File: config.mk
export PLATFORM = sky130hd
export DESIGN_NAME = ram_flops_tile
export DESIGN_NICKNAME = d
export VERILOG_FILES = /design/src/hw/ram_tile_pkg.sv /design/src/hw/ram_flops_tile.sv /design/src/hw/ram_rd_port.sv /design/src/hw/ram_storage.sv /design/src/hw/ram_wr_decode.sv
export SDC_FILE = /design/constraint.sdc
export NUM_CORES = 1
export LEC_CHECK = 0
export BUFFER_PORTS_ARGS = -buffer_cell sky130_fd_sc_hd__buf_4
export CORE_ASPECT_RATIO = 1.1
export CORE_MARGIN = 4
export CORE_UTILIZATION = 40
export CTS_BUF_LIST = sky130_fd_sc_hd__clkbuf_4
export DETAILED_ROUTE_END_ITERATION = 7
export PLACE_DENSITY = 0.55
export SYNTH_ARGS = -nofsm -noshare
export SYNTH_HDL_FRONTEND = slang
export SYNTH_SLANG_ARGS = --single-unit
File: constraint.sdc
create_clock -name wr_clk -period 2.2 [get_ports wr_clk]
set_clock_uncertainty 0.2 [all_clocks]
set_input_delay 0.11 -clock wr_clk [delete_from_list [all_inputs] [get_ports wr_clk]]
set_output_delay 0.11 -clock wr_clk [all_outputs]
set_load 0.05 [all_outputs]
File: src/hw/ram_tile_pkg.sv
/*
  Shared definitions for the flop RAM tile:
  - memory geometry (depth, entry width, word width)
  - derived word count and address width
  - word, entry and word-mask types
  - packed write-port request and per-row write command
*/

`default_nettype none

package ram_tile_pkg;

  // --------------------------------------------------
  // Geometry
  // --------------------------------------------------

  // Number of entries held in the tile
  localparam int DEPTH = 8;

  // Width of one entry in bits
  localparam int WIDTH = 32;

  // Smallest unit that a partial write can change
  localparam int WORD_WIDTH = 8;

  // Words per entry, WIDTH must divide evenly by WORD_WIDTH
  localparam int NUM_WORDS = WIDTH / WORD_WIDTH;

  // Address bits needed to reach every entry
  localparam int ADDR_WIDTH = $clog2(DEPTH);

  // --------------------------------------------------
  // Data types
  // --------------------------------------------------

  typedef logic [WORD_WIDTH-1:0] word_t;

  // Word 0 sits in the low bits of the entry
  typedef word_t [NUM_WORDS-1:0] entry_t;

  // One enable bit per word, bit i gates word i
  typedef logic [NUM_WORDS-1:0] word_mask_t;

  // One write port as seen at the tile boundary
  typedef struct packed {
    logic                  valid;
    logic [ADDR_WIDTH-1:0] addr;
    word_mask_t            word_en;
    entry_t                data;
  } wr_req_t;

  // Write command for a single storage row, already decoded from the ports
  typedef struct packed {
    logic       en;
    word_mask_t word_en;
    entry_t     data;
  } row_wr_t;

endpackage

`default_nettype wire
File: src/hw/ram_flops_tile.sv
/*
  Top level of the flop RAM tile
  - write decode into per-row commands
  - flop storage with reset clear
  - one combinational read port per read address
  Writes land at the next rising edge; reads have zero latency.
*/

`timescale 1ns/1ps
`default_nettype none

module ram_flops_tile
  import ram_tile_pkg::*;
#(
  parameter int NUM_WR_PORTS  = 2,
  parameter int NUM_RD_PORTS  = 2,
  parameter bit ENABLE_BYPASS = 1'b1
) (
  input  logic                                   wr_clk,
  input  logic                                   wr_rst,

  // Write ports, at most one valid port per address in any cycle
  input  wr_req_t [NUM_WR_PORTS-1:0]             wr_req,

  // Read ports
  input  logic    [NUM_RD_PORTS-1:0]             rd_addr_valid,
  input  logic    [NUM_RD_PORTS-1:0][ADDR_WIDTH-1:0] rd_addr,
  output logic    [NUM_RD_PORTS-1:0]             rd_data_valid,
  output entry_t  [NUM_RD_PORTS-1:0]             rd_data
);

  // --------------------------------------------------
  // Internal nets
  // --------------------------------------------------

  // Decoded write command for each storage row
  row_wr_t [DEPTH-1:0] row_wr;

  // Current contents of the whole array
  entry_t [DEPTH-1:0] mem;

  // --------------------------------------------------
  // Write path
  // --------------------------------------------------

  ram_wr_decode #(
    .NUM_WR_PORTS (NUM_WR_PORTS)
  ) i_ram_wr_decode (
    .wr_req (wr_req),
    .row_wr (row_wr)
  );

  ram_storage i_ram_storage (
    .wr_clk (wr_clk),
    .wr_rst (wr_rst),
    .row_wr (row_wr),
    .mem    (mem)
  );

  // --------------------------------------------------
  // Read path
  // --------------------------------------------------

  // Every read port sees the full array and all write ports
  for (genvar rport = 0; rport < NUM_RD_PORTS; rport++) begin : gen_rd_port
    ram_rd_port #(
      .NUM_WR_PORTS  (NUM_WR_PORTS),
      .ENABLE_BYPASS (ENABLE_BYPASS)
    ) i_ram_rd_port (
      .wr_req  (wr_req),
      .mem     (mem),
      .rd_addr (rd_addr[rport]),
      .rd_data (rd_data[rport])
    );
  end

  // Read data is valid in the same cycle as the address
  assign rd_data_valid = rd_addr_valid;

endmodule

`default_nettype wire

File: src/hw/ram_rd_port.sv
/*
  One combinational read port of the RAM tile
  - address mux over the stored entries
  - optional write-to-read bypass, merged word by word
*/

`timescale 1ns/1ps
`default_nettype none

module ram_rd_port
  import ram_tile_pkg::*;
#(
  parameter int NUM_WR_PORTS  = 2,
  parameter bit ENABLE_BYPASS = 1'b1
) (
  input  wr_req_t [NUM_WR_PORTS-1:0] wr_req,
  input  entry_t  [DEPTH-1:0]        mem,
  input  logic    [ADDR_WIDTH-1:0]   rd_addr,
  output entry_t                     rd_data
);

  // --------------------------------------------------
  // Array read
  // --------------------------------------------------

  // Stored value of the addressed entry, before any bypass
  entry_t rd_data_mem;

  assign rd_data_mem = mem[rd_addr];

  // --------------------------------------------------
  // Bypass merge
  // --------------------------------------------------

  if (ENABLE_BYPASS) begin : gen_bypass
    // Write ports hitting this read address in the current cycle
    logic [NUM_WR_PORTS-1:0] wr_match;
    // Data and mask of the matching port, zero when nothing matches
    entry_t     byp_data;
    word_mask_t byp_word_en;

    for (genvar port = 0; port < NUM_WR_PORTS; port++) begin : gen_match
      assign wr_match[port] = wr_req[port].valid && (wr_req[port].addr == rd_addr);
    end

    // At most one port can match since write addresses never collide,
    // so a plain AND-OR picks the hitting port
    always_comb begin
      byp_data    = '0;
      byp_word_en = '0;
      for (int port = 0; port < NUM_WR_PORTS; port++) begin
        byp_data    = byp_data | ({WIDTH{wr_match[port]}} & wr_req[port].data);
        byp_word_en = byp_word_en | ({NUM_WORDS{wr_match[port]}} & wr_req[port].word_en);
      end
    end

    // The mask is already zero without a match, so it alone picks the source
    for (genvar word = 0; word < NUM_WORDS; word++) begin : gen_word
      assign rd_data[word] = byp_word_en[word] ? byp_data[word] : rd_data_mem[word];
    end
  end else begin : gen_no_bypass
    // Writes in this cycle become visible only after the next edge
    assign rd_data = rd_data_mem;
  end

endmodule

`default_nettype wire

File: src/hw/ram_storage.sv
/*
  Flop storage array of the RAM tile
  - DEPTH entries of NUM_WORDS words each
  - word-granular load from the decoded row commands
  - synchronous clear of every entry on reset
*/

`timescale 1ns/1ps
`default_nettype none

module ram_storage
  import ram_tile_pkg::*;
(
  input  logic                 wr_clk,
  input  logic                 wr_rst,
  input  row_wr_t [DEPTH-1:0]  row_wr,
  output entry_t  [DEPTH-1:0]  mem
);

  // --------------------------------------------------
  // Word load enables
  // --------------------------------------------------

  // A word loads only when its row is written and its mask bit is set
  logic [DEPTH-1:0][NUM_WORDS-1:0] word_ld;

  for (genvar row = 0; row < DEPTH; row++) begin : gen_row
    for (genvar word = 0; word < NUM_WORDS; word++) begin : gen_word
      assign word_ld[row][word] = row_wr[row].en && row_wr[row].word_en[word];
    end
  end

  // --------------------------------------------------
  // Storage flops
  // --------------------------------------------------

  // Reset wins over any write in the same cycle
  always_ff @(posedge wr_clk) begin
    if (wr_rst) begin
      mem <= '0;
    end else begin
      for (int row = 0; row < DEPTH; row++) begin
        for (int word = 0; word < NUM_WORDS; word++) begin
          // Words without a load keep their value
          if (word_ld[row][word]) begin
            mem[row][word] <= row_wr[row].data[word];
          end
        end
      end
    end
  end

endmodule

`default_nettype wire

File: src/hw/ram_wr_decode.sv
/*
  Write-port decoder for the flop RAM tile
  - one-hot row select per valid write port
  - transpose of the select so it is grouped by row
  - per-row enable, data and word mask via an AND-OR mux
*/

`timescale 1ns/1ps
`default_nettype none

module ram_wr_decode
  import ram_tile_pkg::*;
#(
  parameter int NUM_WR_PORTS = 2
) (
  input  wr_req_t [NUM_WR_PORTS-1:0] wr_req,
  output row_wr_t [DEPTH-1:0]        row_wr
);

  // --------------------------------------------------
  // Address decode
  // --------------------------------------------------

  // Row select, indexed port first
  logic [NUM_WR_PORTS-1:0][DEPTH-1:0] wr_sel;

  // Same select indexed row first, so each row sees which ports hit it
  logic [DEPTH-1:0][NUM_WR_PORTS-1:0] wr_sel_by_row;

  for (genvar port = 0; port < NUM_WR_PORTS; port++) begin : gen_port
    for (genvar row = 0; row < DEPTH; row++) begin : gen_row
      // A port selects a row only while its request is valid
      assign wr_sel[port][row] =
          wr_req[port].valid && (wr_req[port].addr == ADDR_WIDTH'(row));

      assign wr_sel_by_row[row][port] = wr_sel[port][row];
    end
  end

  // --------------------------------------------------
  // Per-row command
  // --------------------------------------------------

  // Ports never share an address in one cycle, so at most one select bit
  // per row is set and the OR of the masked inputs is the selected port
  always_comb begin
    for (int row = 0; row < DEPTH; row++) begin
      row_wr[row].en      = |wr_sel_by_row[row];
      row_wr[row].word_en = '0;
      row_wr[row].data    = '0;

      for (int port = 0; port < NUM_WR_PORTS; port++) begin
        // Mask each port's fields with its select bit and fold them in
        row_wr[row].word_en = row_wr[row].word_en |
            ({NUM_WORDS{wr_sel_by_row[row][port]}} & wr_req[port].word_en);
        row_wr[row].data = row_wr[row].data |
            ({WIDTH{wr_sel_by_row[row][port]}} & wr_req[port].data);
      end
    end
  end

endmodule

`default_nettype wire

==> reports/results.ini, run 1 <==
[run_status]
status=complete, but fails checks
violations=hold timing, setup timing

[setup_path]
critPathKind=reg -> out
endpoint_kind=output pin
path_cells=mux4_2 -> mux2i_1 -> mux2i_1 -> buf_4 -> buf_8
required_ps=1890
critical-path-slowest-cell=mux4_2
max_stage_delay_ps=450
cp_common_cell=mux2i_1
worstPathArrival_ps=2140
path_max_fanout=3
cp-start-kind=flip-flop

[floorplanning]
die_h_um=221
core_sq_um=40600
std_cell_rows=77
fp.dieW_um=202
pin_count=156
start_util_pct=40.9
die_area_sq_um=44700

[power]
ir_worst_vdd_mv=0.286
leakagePower_nw=7.56
pwr_density_cell_nw_per_um2=563
p_seq_share_pct=40.0
p_clk_share_pct=37.3
power.internal_w=0.00846
switching_share_pct=31.7
p_sw_w=0.00393
combPwrFrac_pct=22.7

[synth]
synth_cells=1676
ys_ff_latch=256
syn_area_sq_um=16600
synth.distinct_cells=22
syn_area_per_cell_sq_um=9.89
syn_nets=1766
yosys-top-cells-area=dfxtp_1 (31%), mux4_2 (17%), a22oi_1 (15%)
yosys_warnings=0
synth_top_area_share_pct=30.9
yosys.area.top_type=dfxtp_1
ys_seq_area_share_pct=30.9

[route]
first_pass_iters=6
ant_nets=0
via_count=16200
drt_wl_total_um=67200
wl_per_cell_um=26.1
viasPerCell=6.32
drc=0
drt_iter0_markers=1461

[job]
maxCapViolCount=0

[global_route]
grt_pass1_vias=16200
grt_pass1_wl_um=99700
track_usage_pct=28.6
globalRouteOverflowTotal=0
grt_max_degree=67
grt_antenna_before_repair=2

[timing]
hold_slack_ps=-35.0
rsz0062_at_grt=true
hold_viol=3
relSlewSlack_pct=43.9
setup_ws_ps=-254
setup_violations=65
worst_pin_slew_ps=839
tns_ps=-9140
clock.fmax_mhz=408
layout_min_cycle_time_ps=2450
slew_violations=0
finalCritPeriodShare_pct=112

[placement]
port_buffers=151
hpwl_um=42500
routabilityCongestion=0.827
post-place-ws_ps=-29.6

[clock_tree]
root_buffer=clkbuf_4
clk_pin_slew_ps=60
cts_tree=built
clk_latency_ps=730
clockBufferDepth=3
cts_buffers=80
cts.htree.levels=3
clock-sinks=256

[layout]
regArea_sq_um=5210
largest_reg_flops=256
multiInputGateArea_sq_um=10600
largestRegisters=i_ram_storage.mem x256
synthToLayoutAreaGrowth_pct=32.7
regMostFlops=i_ram_storage.mem
fillers=3629
drive_above_1_share_pct=35.8
nets=2056

[worst_hold_path]
hp-class=in -> reg

[power by group through the flow]
stage                     Sequential (W)  Combinational (W)  Clock (W)
final                            0.00496            0.00281    0.00462
after global placement           0.00504            0.00248          0
after floorplan                  0.00501            0.00167          0
after global routing             0.00498            0.00296    0.00498
after detailed placement         0.00505            0.00250          0
after CTS                        0.00495            0.00274    0.00471
[kinds of logic (layout without fill, tap and decap cells)]
group	after synthesis	in the layout	synth area share (%)
other cells	0	2	0
compound gates	616	616	28.6
xor+xnor	12	12	0.634
simple gates	276	276	7.51
mux	256	256	25.1
buf+inv	260	598	7.20
flops	256	256	30.9
[layer usage]
layer  GRT usage [%]  vias to the layer above  share of wire [%]
met5               0                        -                  0
met2            47.5                      826                 49
met1            36.4                     7995                 40
met4            12.3                        0                3.7
li1                -                     7280                  -
met3            5.49                      141                8.0
[critical path: cells and delay by family, from the launching register on]
family | cells | cell delay [ps]
mux | 3 | 730
buf+inv | 2 | 330
flops | 1 | 340
[synthesized netlist by cell type]
master	instances
mux2i_1	128
a22oi_1	328
buf_6	4
buf_2	80
dfxtp_1	256
xor2_1	12
a22o_4	4
buf_4	23
inv_1	2
nor2_1	256
a211oi_1	248
and4bb_2	5
clkbuf_1	118
nor4bb_1	1
a211oi_2	8
a22o_1	28
nor4_4	4
nor4b_4	2
and4b_1	6
buf_1	33
and4_1	2
mux4_2	128
[metrics by stage]
stage                     util (%)  instance area [sq um]  hold slack [ps]  cells  total power [W]
after floorplan                  -                  16700              187   1676          0.00667
after global placement        46.8                  19000             20.3   2275          0.00752
after detailed placement      46.8                  19000             20.3   2275          0.00755
after CTS                     53.5                  21700            0.396   2552           0.0124
after global routing          54.2                  22000            0.311   2569           0.0129
final                         54.2                  22000            -35.0   2569           0.0124
[repair_timing]
action | 4_1_cts | 5_1_grt
buffers inserted | 4 | 9
setup endpoints to repair | 64 | 71
resized for setup | 111 | 38
hold endpoints to repair | 256 | 25
hold buffers | 144 | 6
cloned | 0 | 2
pin swaps | 0 | 2
[cell usage in the layout (no fill, tap or decap)]
master	instances
nor4b_4	2
clkinv_2	2
clkbuf_16	2
mux2i_2	48
a22o_4	4
a22oi_1	328
clkbuf_4	111
bufinv_16	1
clkinv_1	14
a211oi_1	248
buf_12	39
buf_8	2
and4b_2	6
nor4_4	4
and4bb_2	3
nor2_1	256
and4_4	2
a22o_1	28
diode_2	2
a211oi_2	8
buf_4	239
dfxtp_1	186
mux2i_4	10
buf_6	35
nor4bb_4	1
mux4_2	128
clkbuf_8	1
xor2_1	12
inv_1	2
inv_2	2
dlygate4sd3_1	148
mux2i_1	70
and4bb_4	2
dfxtp_2	70
[cell type report]
cell class,instances,share of cell area (%)
Clock inverter,19,0.455
Tap cell,553,3.15
Antenna cell,2,0.0228
Clock buffer,111,3.79
Timing Repair Buffer,466,20.7
Inverter,2,0.0341
Sequential cell,256,23.7
Multi-Input combinational cell,1160,48.2
[worst paths after layout]
kind	end	depth (start not counted)	start	slack [ps]
max reg2reg	i_ram_storage.mem[234]$_SDFFE_PP0P_	3	i_ram_storage.mem[234]$_SDFFE_PP0P_	670
min reg2reg	i_ram_storage.mem[192]$_SDFFE_PP0P_	2	i_ram_storage.mem[192]$_SDFFE_PP0P_	300
max	rd_data[31]	5	i_ram_storage.mem[255]$_SDFFE_PP0P_	-250
min	i_ram_storage.mem[27]$_SDFFE_PP0P_	6	wr_req[36]	-30
Power figures use the tool's default switching activity.
==> run 2: changes to the inputs <==
BUFFER_PORTS_ARGS = -buffer_cell sky130_fd_sc_hd__buf_2   (was -buffer_cell sky130_fd_sc_hd__buf_4)
CTS_BUF_LIST = sky130_fd_sc_hd__clkbuf_4 sky130_fd_sc_hd__clkbuf_8   (was sky130_fd_sc_hd__clkbuf_4)
clock period = 2.6 ns   (was 2.2 ns; I/O delays follow)
==> run 2 against run 1 <==
  * The run now ends clean
  * Combinational power down 26%
  * Die area did not move
  * Clock power fell by 15%
  * Core utilization fell by 4.8 points
  * Non-clock buffer count shrank 89
  * Via count fell by 3.6%
  * Final cell count fell by 5.7%
  * Worst hold slack better by 91 ps
  * Clock-buffer cell count fell by 40
  * Power down 18%
  * Final area down 8.9%
  * Critical path depth rose by 3
==> reports/results.ini, run 2 (synthesis gave the netlist of run 1 again) <==
[power]
switching_share_pct=30.8  ; was 31.7%
p_sw_w=0.00314  ; was 0.00393 W
p_clk_share_pct=38.4  ; was 37.3%
ir_worst_vdd_mv=0.360  ; was 0.286 mV
pwr_density_cell_nw_per_um2=509  ; was 563 nW/um^2
leakagePower_nw=6.99  ; was 7.56 nW
power.internal_w=0.00706  ; was 0.00846 W
p_seq_share_pct=41.1  ; was 40.0%
combPwrFrac_pct=20.5  ; was 22.7%

[placement]
routabilityCongestion=0.837  ; was 0.827
post_dp_cell_area_sq_um=18100  ; was 19000 sq um
port_buffers=151  ; unchanged
hpwl_um=42200  ; was 42500 um
dp_cells=2242  ; was 2275

[setup_path]
rrSetupSlack_ps=1130  ; was 670 ps
rr_endpoint=i_ram_storage.mem[77]$_SDFFE_PP0P_  ; was i_ram_storage.mem[234]$_SDFFE_PP0P_
r2r_cells=3  ; unchanged
cp-start-kind=input port  ; was flip-flop
critPathKind=in -> out  ; was reg -> out
path_max_fanout=8  ; was 3
r2r_start=i_ram_storage.mem[77]$_SDFFE_PP0P_  ; was i_ram_storage.mem[234]$_SDFFE_PP0P_
required_ps=2270  ; was 1890 ps
endpoint_kind=output pin  ; unchanged
worstPathArrival_ps=2130  ; was 2140 ps

[timing]
relSlewSlack_pct=47.5  ; was 43.9%
clock.fmax_mhz=406
hold_viol=0  ; was 3
worst_pin_slew_ps=787  ; was 839 ps
rsz0062_at_grt=false  ; was true
setup_violations=0  ; was 65
slew_violations=0  ; unchanged
tns_ps=0  ; was -9140 ps
layout_min_cycle_time_ps=2460
finalCritPeriodShare_pct=94.6

[route]
drc=0  ; unchanged
viasPerCell=6.47  ; was 6.32
ant_nets=0  ; unchanged
drt_iter0_markers=1440  ; was 1461
drt_wl_total_um=65100  ; was 67200 um
first_pass_iters=6  ; unchanged
wl_per_cell_um=26.9  ; was 26.1 um
via_count=15700  ; was 16200

[layout]
synthToLayoutAreaGrowth_pct=20.9  ; was 32.7%
nets=1933  ; was 2056
final_cell_mix=a22oi_1 (328), nor2_1 (256), dfxtp_1 (256)  ; was a22oi_1 (328), nor2_1 (256), a211oi_1 (248)
fillers=3815  ; was 3629
drive_above_1_share_pct=27.0  ; was 35.8%
multiInputGateArea_sq_um=10300  ; was 10600 sq um
regArea_sq_um=5120  ; was 5210 sq um
stdcell_area_sq_um=20000  ; was 22000 sq um
antenna_cells=0  ; was 2
final_common_cell=a22oi_1  ; unchanged
regMostFlops=i_ram_storage.mem  ; unchanged
largest_reg_flops=256  ; unchanged
fin_cells=2422  ; was 2569
final_util_pct=49.4  ; was 54.2%
largestRegisters=i_ram_storage.mem x256  ; unchanged

[global_route]
globalRouteOverflowTotal=0  ; unchanged
track_usage_pct=28.1  ; was 28.6%
grt_antenna_before_repair=0  ; was 2
grt_pass1_wl_um=98400  ; was 99700 um
grt_pass1_vias=15800  ; was 16200
grt_max_degree=78  ; was 67

[run_status]
status=completed  ; was complete, but fails checks

[worst_hold_path]
hp-class=in -> reg  ; unchanged
holdPathEnd=i_ram_storage.mem[6]$_SDFFE_PP0P_  ; was i_ram_storage.mem[27]$_SDFFE_PP0P_
holdPathStages=3  ; was 6
hp-start=wr_req[72]  ; was wr_req[36]

[floorplanning]
die_area_sq_um=44700  ; unchanged
core_sq_um=40600  ; unchanged
pin_count=156  ; unchanged
start_util_pct=40.9  ; unchanged
die_h_um=221  ; unchanged
fp.dieW_um=202  ; unchanged
std_cell_rows=77  ; unchanged

[clock_tree]
clk_latency_ps=590  ; was 730 ps
cts_tree=built  ; unchanged
clk_pin_slew_ps=50  ; was 60 ps
cts_buffers=46  ; was 80
cts.htree.levels=2  ; was 3
root_buffer=clkbuf_8  ; was clkbuf_4
post_cts_resized=0  ; was 111
clock-sinks=256  ; unchanged
clockBufferDepth=3  ; unchanged

[job]
maxCapViolCount=0  ; unchanged

[run 2: cell types whose count changed in the layout (fill, tap and decap cells not counted), moves of 70 or more]
| cell | before | now |
|---|---|---|
| dfxtp_2 | 70 | 0 |
| clkbuf_4 | 111 | 13 |
| buf_2 | 0 | 142 |
| buf_4 | 239 | 106 |
| dfxtp_1 | 186 | 256 |
[run 2: per-stage QoR]
stage | power (W) | hold WS, ps | setup WS [ps]
after floorplan | 0.00562 | 227 | 202
after detailed placement | 0.00624 | 60.4 | 160
after global placement | 0.00621 | 60.4 | 181
after global routing | 0.0106 | 58.2 | 83.4
after CTS | 0.0102 | 10.4 | 142
final | 0.0102 | 55.6 | 140
[run 2: cell type report]
type,instances,area share [%]
multi-input cells,1160,51.3
flip-flops and latches,256,25.6
repair buffers,377,15.1
clock buffers,71,4.47
well taps,553,3.45
clock inverters,3,0.0874
inverters,2,0.0375
[run 2: power groups by stage]
stage	Combinational [W]	Sequential, W	Clock, W
floorplan	0.00138	0.00424	0
global placement	0.00195	0.00426	0
detailed placement	0.00197	0.00427	0
CTS	0.00208	0.00419	0.00397
global route	0.00221	0.00421	0.00413
finish	0.00209	0.00419	0.00391
[run 2: worst max path at each step]
stage                                              startpoint          end  slack [ps]  cells after the start
after CTS                 i_ram_storage.mem[229]$_SDFFE_PP0P_  rd_data[37]         140                      4
after floorplan                                    wr_req[77]  rd_data[32]         200                      6
final                                              rd_addr[0]  rd_data[14]         140                      8
after global placement                             wr_req[38]  rd_data[14]         180                      8
after detailed placement                           rd_addr[0]  rd_data[14]         160                      8
after global routing                               wr_req[38]  rd_data[14]          80                      8
[run 2: critical path: stages]
cell     delay, ps
buf_2          230
xor2_1         260
nor4_4          90
buf_4          190
a22oi_1        230
buf_4          270
mux2i_1        380
buf_2          340
[run 2: repair_timing]
action	4_1_cts	5_1_grt
endpoints found under the hold margin	256	0
setup endpoints to repair	0	0
hold buffers	106	0
buffers inserted	0	0
[run 2: layer usage]
layer | share of wire, % | routed length [um] | GRT usage [%] | up-vias
li1 | - | - | - | 6989
met1 | 39 | 25600 | 35.1 | 7795
met2 | 50 | 32500 | 48.8 | 709
met3 | 7.0 | 4540 | 4.28 | 166
met4 | 3.8 | 2490 | 11.1 | 0
met5 | 0 | 0 | 0 | -
==> run 3: changes to the inputs <==
CORE_UTILIZATION = 35   (was 40)
GPL_ROUTABILITY_DRIVEN = 0   (was not set)
PLACE_DENSITY = 0.49   (was 0.55)
==> run 3 against run 2 <==
  * Combinational power increased by 2%
  * Critical path type is now reg -> out
  * Sequential share of layout area decreased by 0.39 points
  * Core utilization decreased by 5.9 points
  * Critical path depth decreased by 4
  * Largest cell class unchanged
  * Sequential power about the same
  * Register-to-register slack improved by 40 ps
==> reports/results.ini, run 3 (synthesis gave the netlist of run 1 again) <==
[worst_hold_path]
holdPathStages=3  ; unchanged
hp-start=wr_req[34]  ; was wr_req[72]
hp-class=in -> reg  ; unchanged
holdPathEnd=i_ram_storage.mem[22]$_SDFFE_PP0P_  ; was i_ram_storage.mem[6]$_SDFFE_PP0P_

[global_route]
globalRouteOverflowTotal=0  ; unchanged
grt_pass1_vias=16000  ; was 15800
grt_max_degree=71  ; was 78
grt_pass1_wl_um=104000  ; was 98400 um
grt_antenna_before_repair=1  ; was 0
track_usage_pct=26.7  ; was 28.1%

[route]
ant_nets=0  ; unchanged
wl_per_cell_um=28.0  ; was 26.9 um
drt_iter0_markers=1431  ; was 1440
viasPerCell=6.34  ; was 6.47
drt_wl_total_um=69800  ; was 65100 um
via_count=15800  ; was 15700
first_pass_iters=5  ; was 6
drc=0  ; unchanged

[floorplanning]
std_cell_rows=83  ; was 77
core_sq_um=46700  ; was 40600 sq um
die_h_um=236  ; was 221 um
fp.dieW_um=215  ; was 202 um
pin_count=156  ; unchanged
die_area_sq_um=50900  ; was 44700 sq um
start_util_pct=35.5  ; was 40.9%

[setup_path]
path_max_fanout=3  ; was 8
required_ps=2270  ; about the same
path_cells=mux4_2 -> mux2i_1 -> mux2i_1 -> buf_2  ; was buf_2 -> xor2_1 -> nor4_4 -> buf_4 -> a22oi_1 -> buf_4 -> mux2i_1 -> buf_2
rr_endpoint=i_ram_storage.mem[138]$_SDFFE_PP0P_  ; was i_ram_storage.mem[77]$_SDFFE_PP0P_
r2r_cells=3  ; unchanged
max_stage_delay_ps=480  ; was 380 ps
crit_family=multiplexers  ; was buffers and inverters
worstPathArrival_ps=2160  ; was 2130 ps
critPathKind=reg -> out  ; was in -> out
r2r_start=i_ram_storage.mem[138]$_SDFFE_PP0P_  ; was i_ram_storage.mem[77]$_SDFFE_PP0P_
critical-path-slowest-cell=mux4_2  ; was mux2i_1
cp-start-kind=flip-flop  ; was input port
cp_common_cell=mux2i_1
endpoint_kind=output pin  ; unchanged
rrSetupSlack_ps=1170  ; was 1130 ps
cp_num_buf_inv=1  ; was 4

[layout]
final_cell_mix=a22oi_1 (328), nor2_1 (256), dfxtp_1 (256)  ; unchanged
antenna_cells=0  ; unchanged
nets=1946  ; was 1933
fillers=4575  ; was 3815
stdcell_area_sq_um=20300  ; was 20000 sq um
fin_cells=2493  ; was 2422
drive_above_1_share_pct=28.1  ; was 27.0%
largestRegisters=i_ram_storage.mem x256  ; unchanged
regMostFlops=i_ram_storage.mem  ; unchanged
final_common_cell=a22oi_1  ; unchanged
largest_reg_flops=256  ; unchanged
synthToLayoutAreaGrowth_pct=22.8  ; was 20.9%

[placement]
dp_cells=2291  ; was 2242
hpwl_um=45100  ; was 42200 um
post_dp_cell_area_sq_um=18100  ; about the same
port_buffers=151  ; unchanged

[timing]
relSlewSlack_pct=57.1  ; was 47.5%
worst_pin_slew_ps=644  ; was 787 ps
hold_viol=0  ; unchanged
setup_violations=0  ; unchanged
finalCritPeriodShare_pct=95.7  ; was 94.6%
slew_violations=0  ; unchanged
tns_ps=0  ; unchanged
layout_min_cycle_time_ps=2490  ; was 2460 ps
clock.fmax_mhz=402  ; was 406 MHz
rsz0062_at_grt=false  ; unchanged

[clock_tree]
cts.htree.levels=2  ; unchanged
clk_pin_slew_ps=60  ; was 50 ps
postCtsSetupBuffers=0  ; unchanged
clockBufferDepth=3  ; unchanged
clock-sinks=256  ; unchanged
clk_latency_ps=630  ; was 590 ps
cts_buffers=51  ; was 46
root_buffer=clkbuf_8  ; unchanged
cts_tree=built  ; unchanged

[power]
leakagePower_nw=7.15  ; was 6.99 nW
pwr_density_cell_nw_per_um2=539  ; was 509 nW/um^2
ir_worst_vdd_mv=0.441  ; was 0.360 mV

[job]
maxCapViolCount=0  ; unchanged

[run_status]
status=completed  ; unchanged

==> run 3: cell types whose count changed in the layout (fill, tap and decap cells not counted), sizes merged <==
cell,before,now
clkbuf,72,83
clkinv,2,8
clkinvlp,1,3
buf,270,277
dlygate4sd3,106,107
bufinv,0,2
==> run 3: area by class of cell <==
class,count,area [sq um],area share (%)
Clock buffer,82,1020,5.02
Multi-Input combinational cell,1160,10300,50.5
Sequential cell,256,5120,25.2
Inverter,2,7.51,0.0369
Timing Repair Buffer,385,3040,15.0
Clock inverter,13,123,0.603
Tap cell,595,744,3.66
==> run 3: worst max-delay path by stage <==
stage                                        startpoint     endpoint  slack (ps)  cells after the start
floorplan                                    wr_req[77]  rd_data[32]         200                      6
global placement                             rd_addr[5]  rd_data[57]         170                      7
detailed placement                           rd_addr[5]  rd_data[57]         190                      7
CTS                 i_ram_storage.mem[225]$_SDFFE_PP0P_   rd_data[1]          90                      4
global route         i_ram_storage.mem[98]$_SDFFE_PP0P_   rd_data[2]          70                      4
finish              i_ram_storage.mem[255]$_SDFFE_PP0P_  rd_data[63]         110                      4
==> run 3: per-layer routing <==
metal / wire [um] / GRT usage, %
met5: 10 / 0
met4: 2700 / 10.1
met3: 4790 / 4.42
met2: 34400 / 45.6
met1: 27900 / 34.0
==> run 3: metrics by stage <==
stage,hold WS [ps],worst slack [ps],power (W),utilization [%]
after global routing,34.1,71.5,0.0114,43.5
final,46.2,113,0.0110,43.5
after global placement,60.3,172,0.00626,38.8
after detailed placement,60.3,186,0.00628,38.8
after CTS,9.62,94.5,0.0110,43.5
after floorplan,227,202,0.00562,-
==> run 3: timing repair <==
action	CTS	global route
hold buffers	107	0
gates resized for setup	0	1
hold endpoints to repair	256	0
endpoints found under the setup margin	0	1
==> run 3: report_power, final <==
part | internal (W) | total (W) | switching (W)
Sequential | 0.00408 | 0.00419 | 0.000110
Clock | 0.00269 | 0.00464 | 0.00196
Combinational | 0.000815 | 0.00213 | 0.00131
Total | 0.00758 | 0.0110 | 0.00338
==> run 3: worst min-delay path: stages <==
cell and delay, ps:
buf_2 290, a22o_4 300, a211oi_2 90
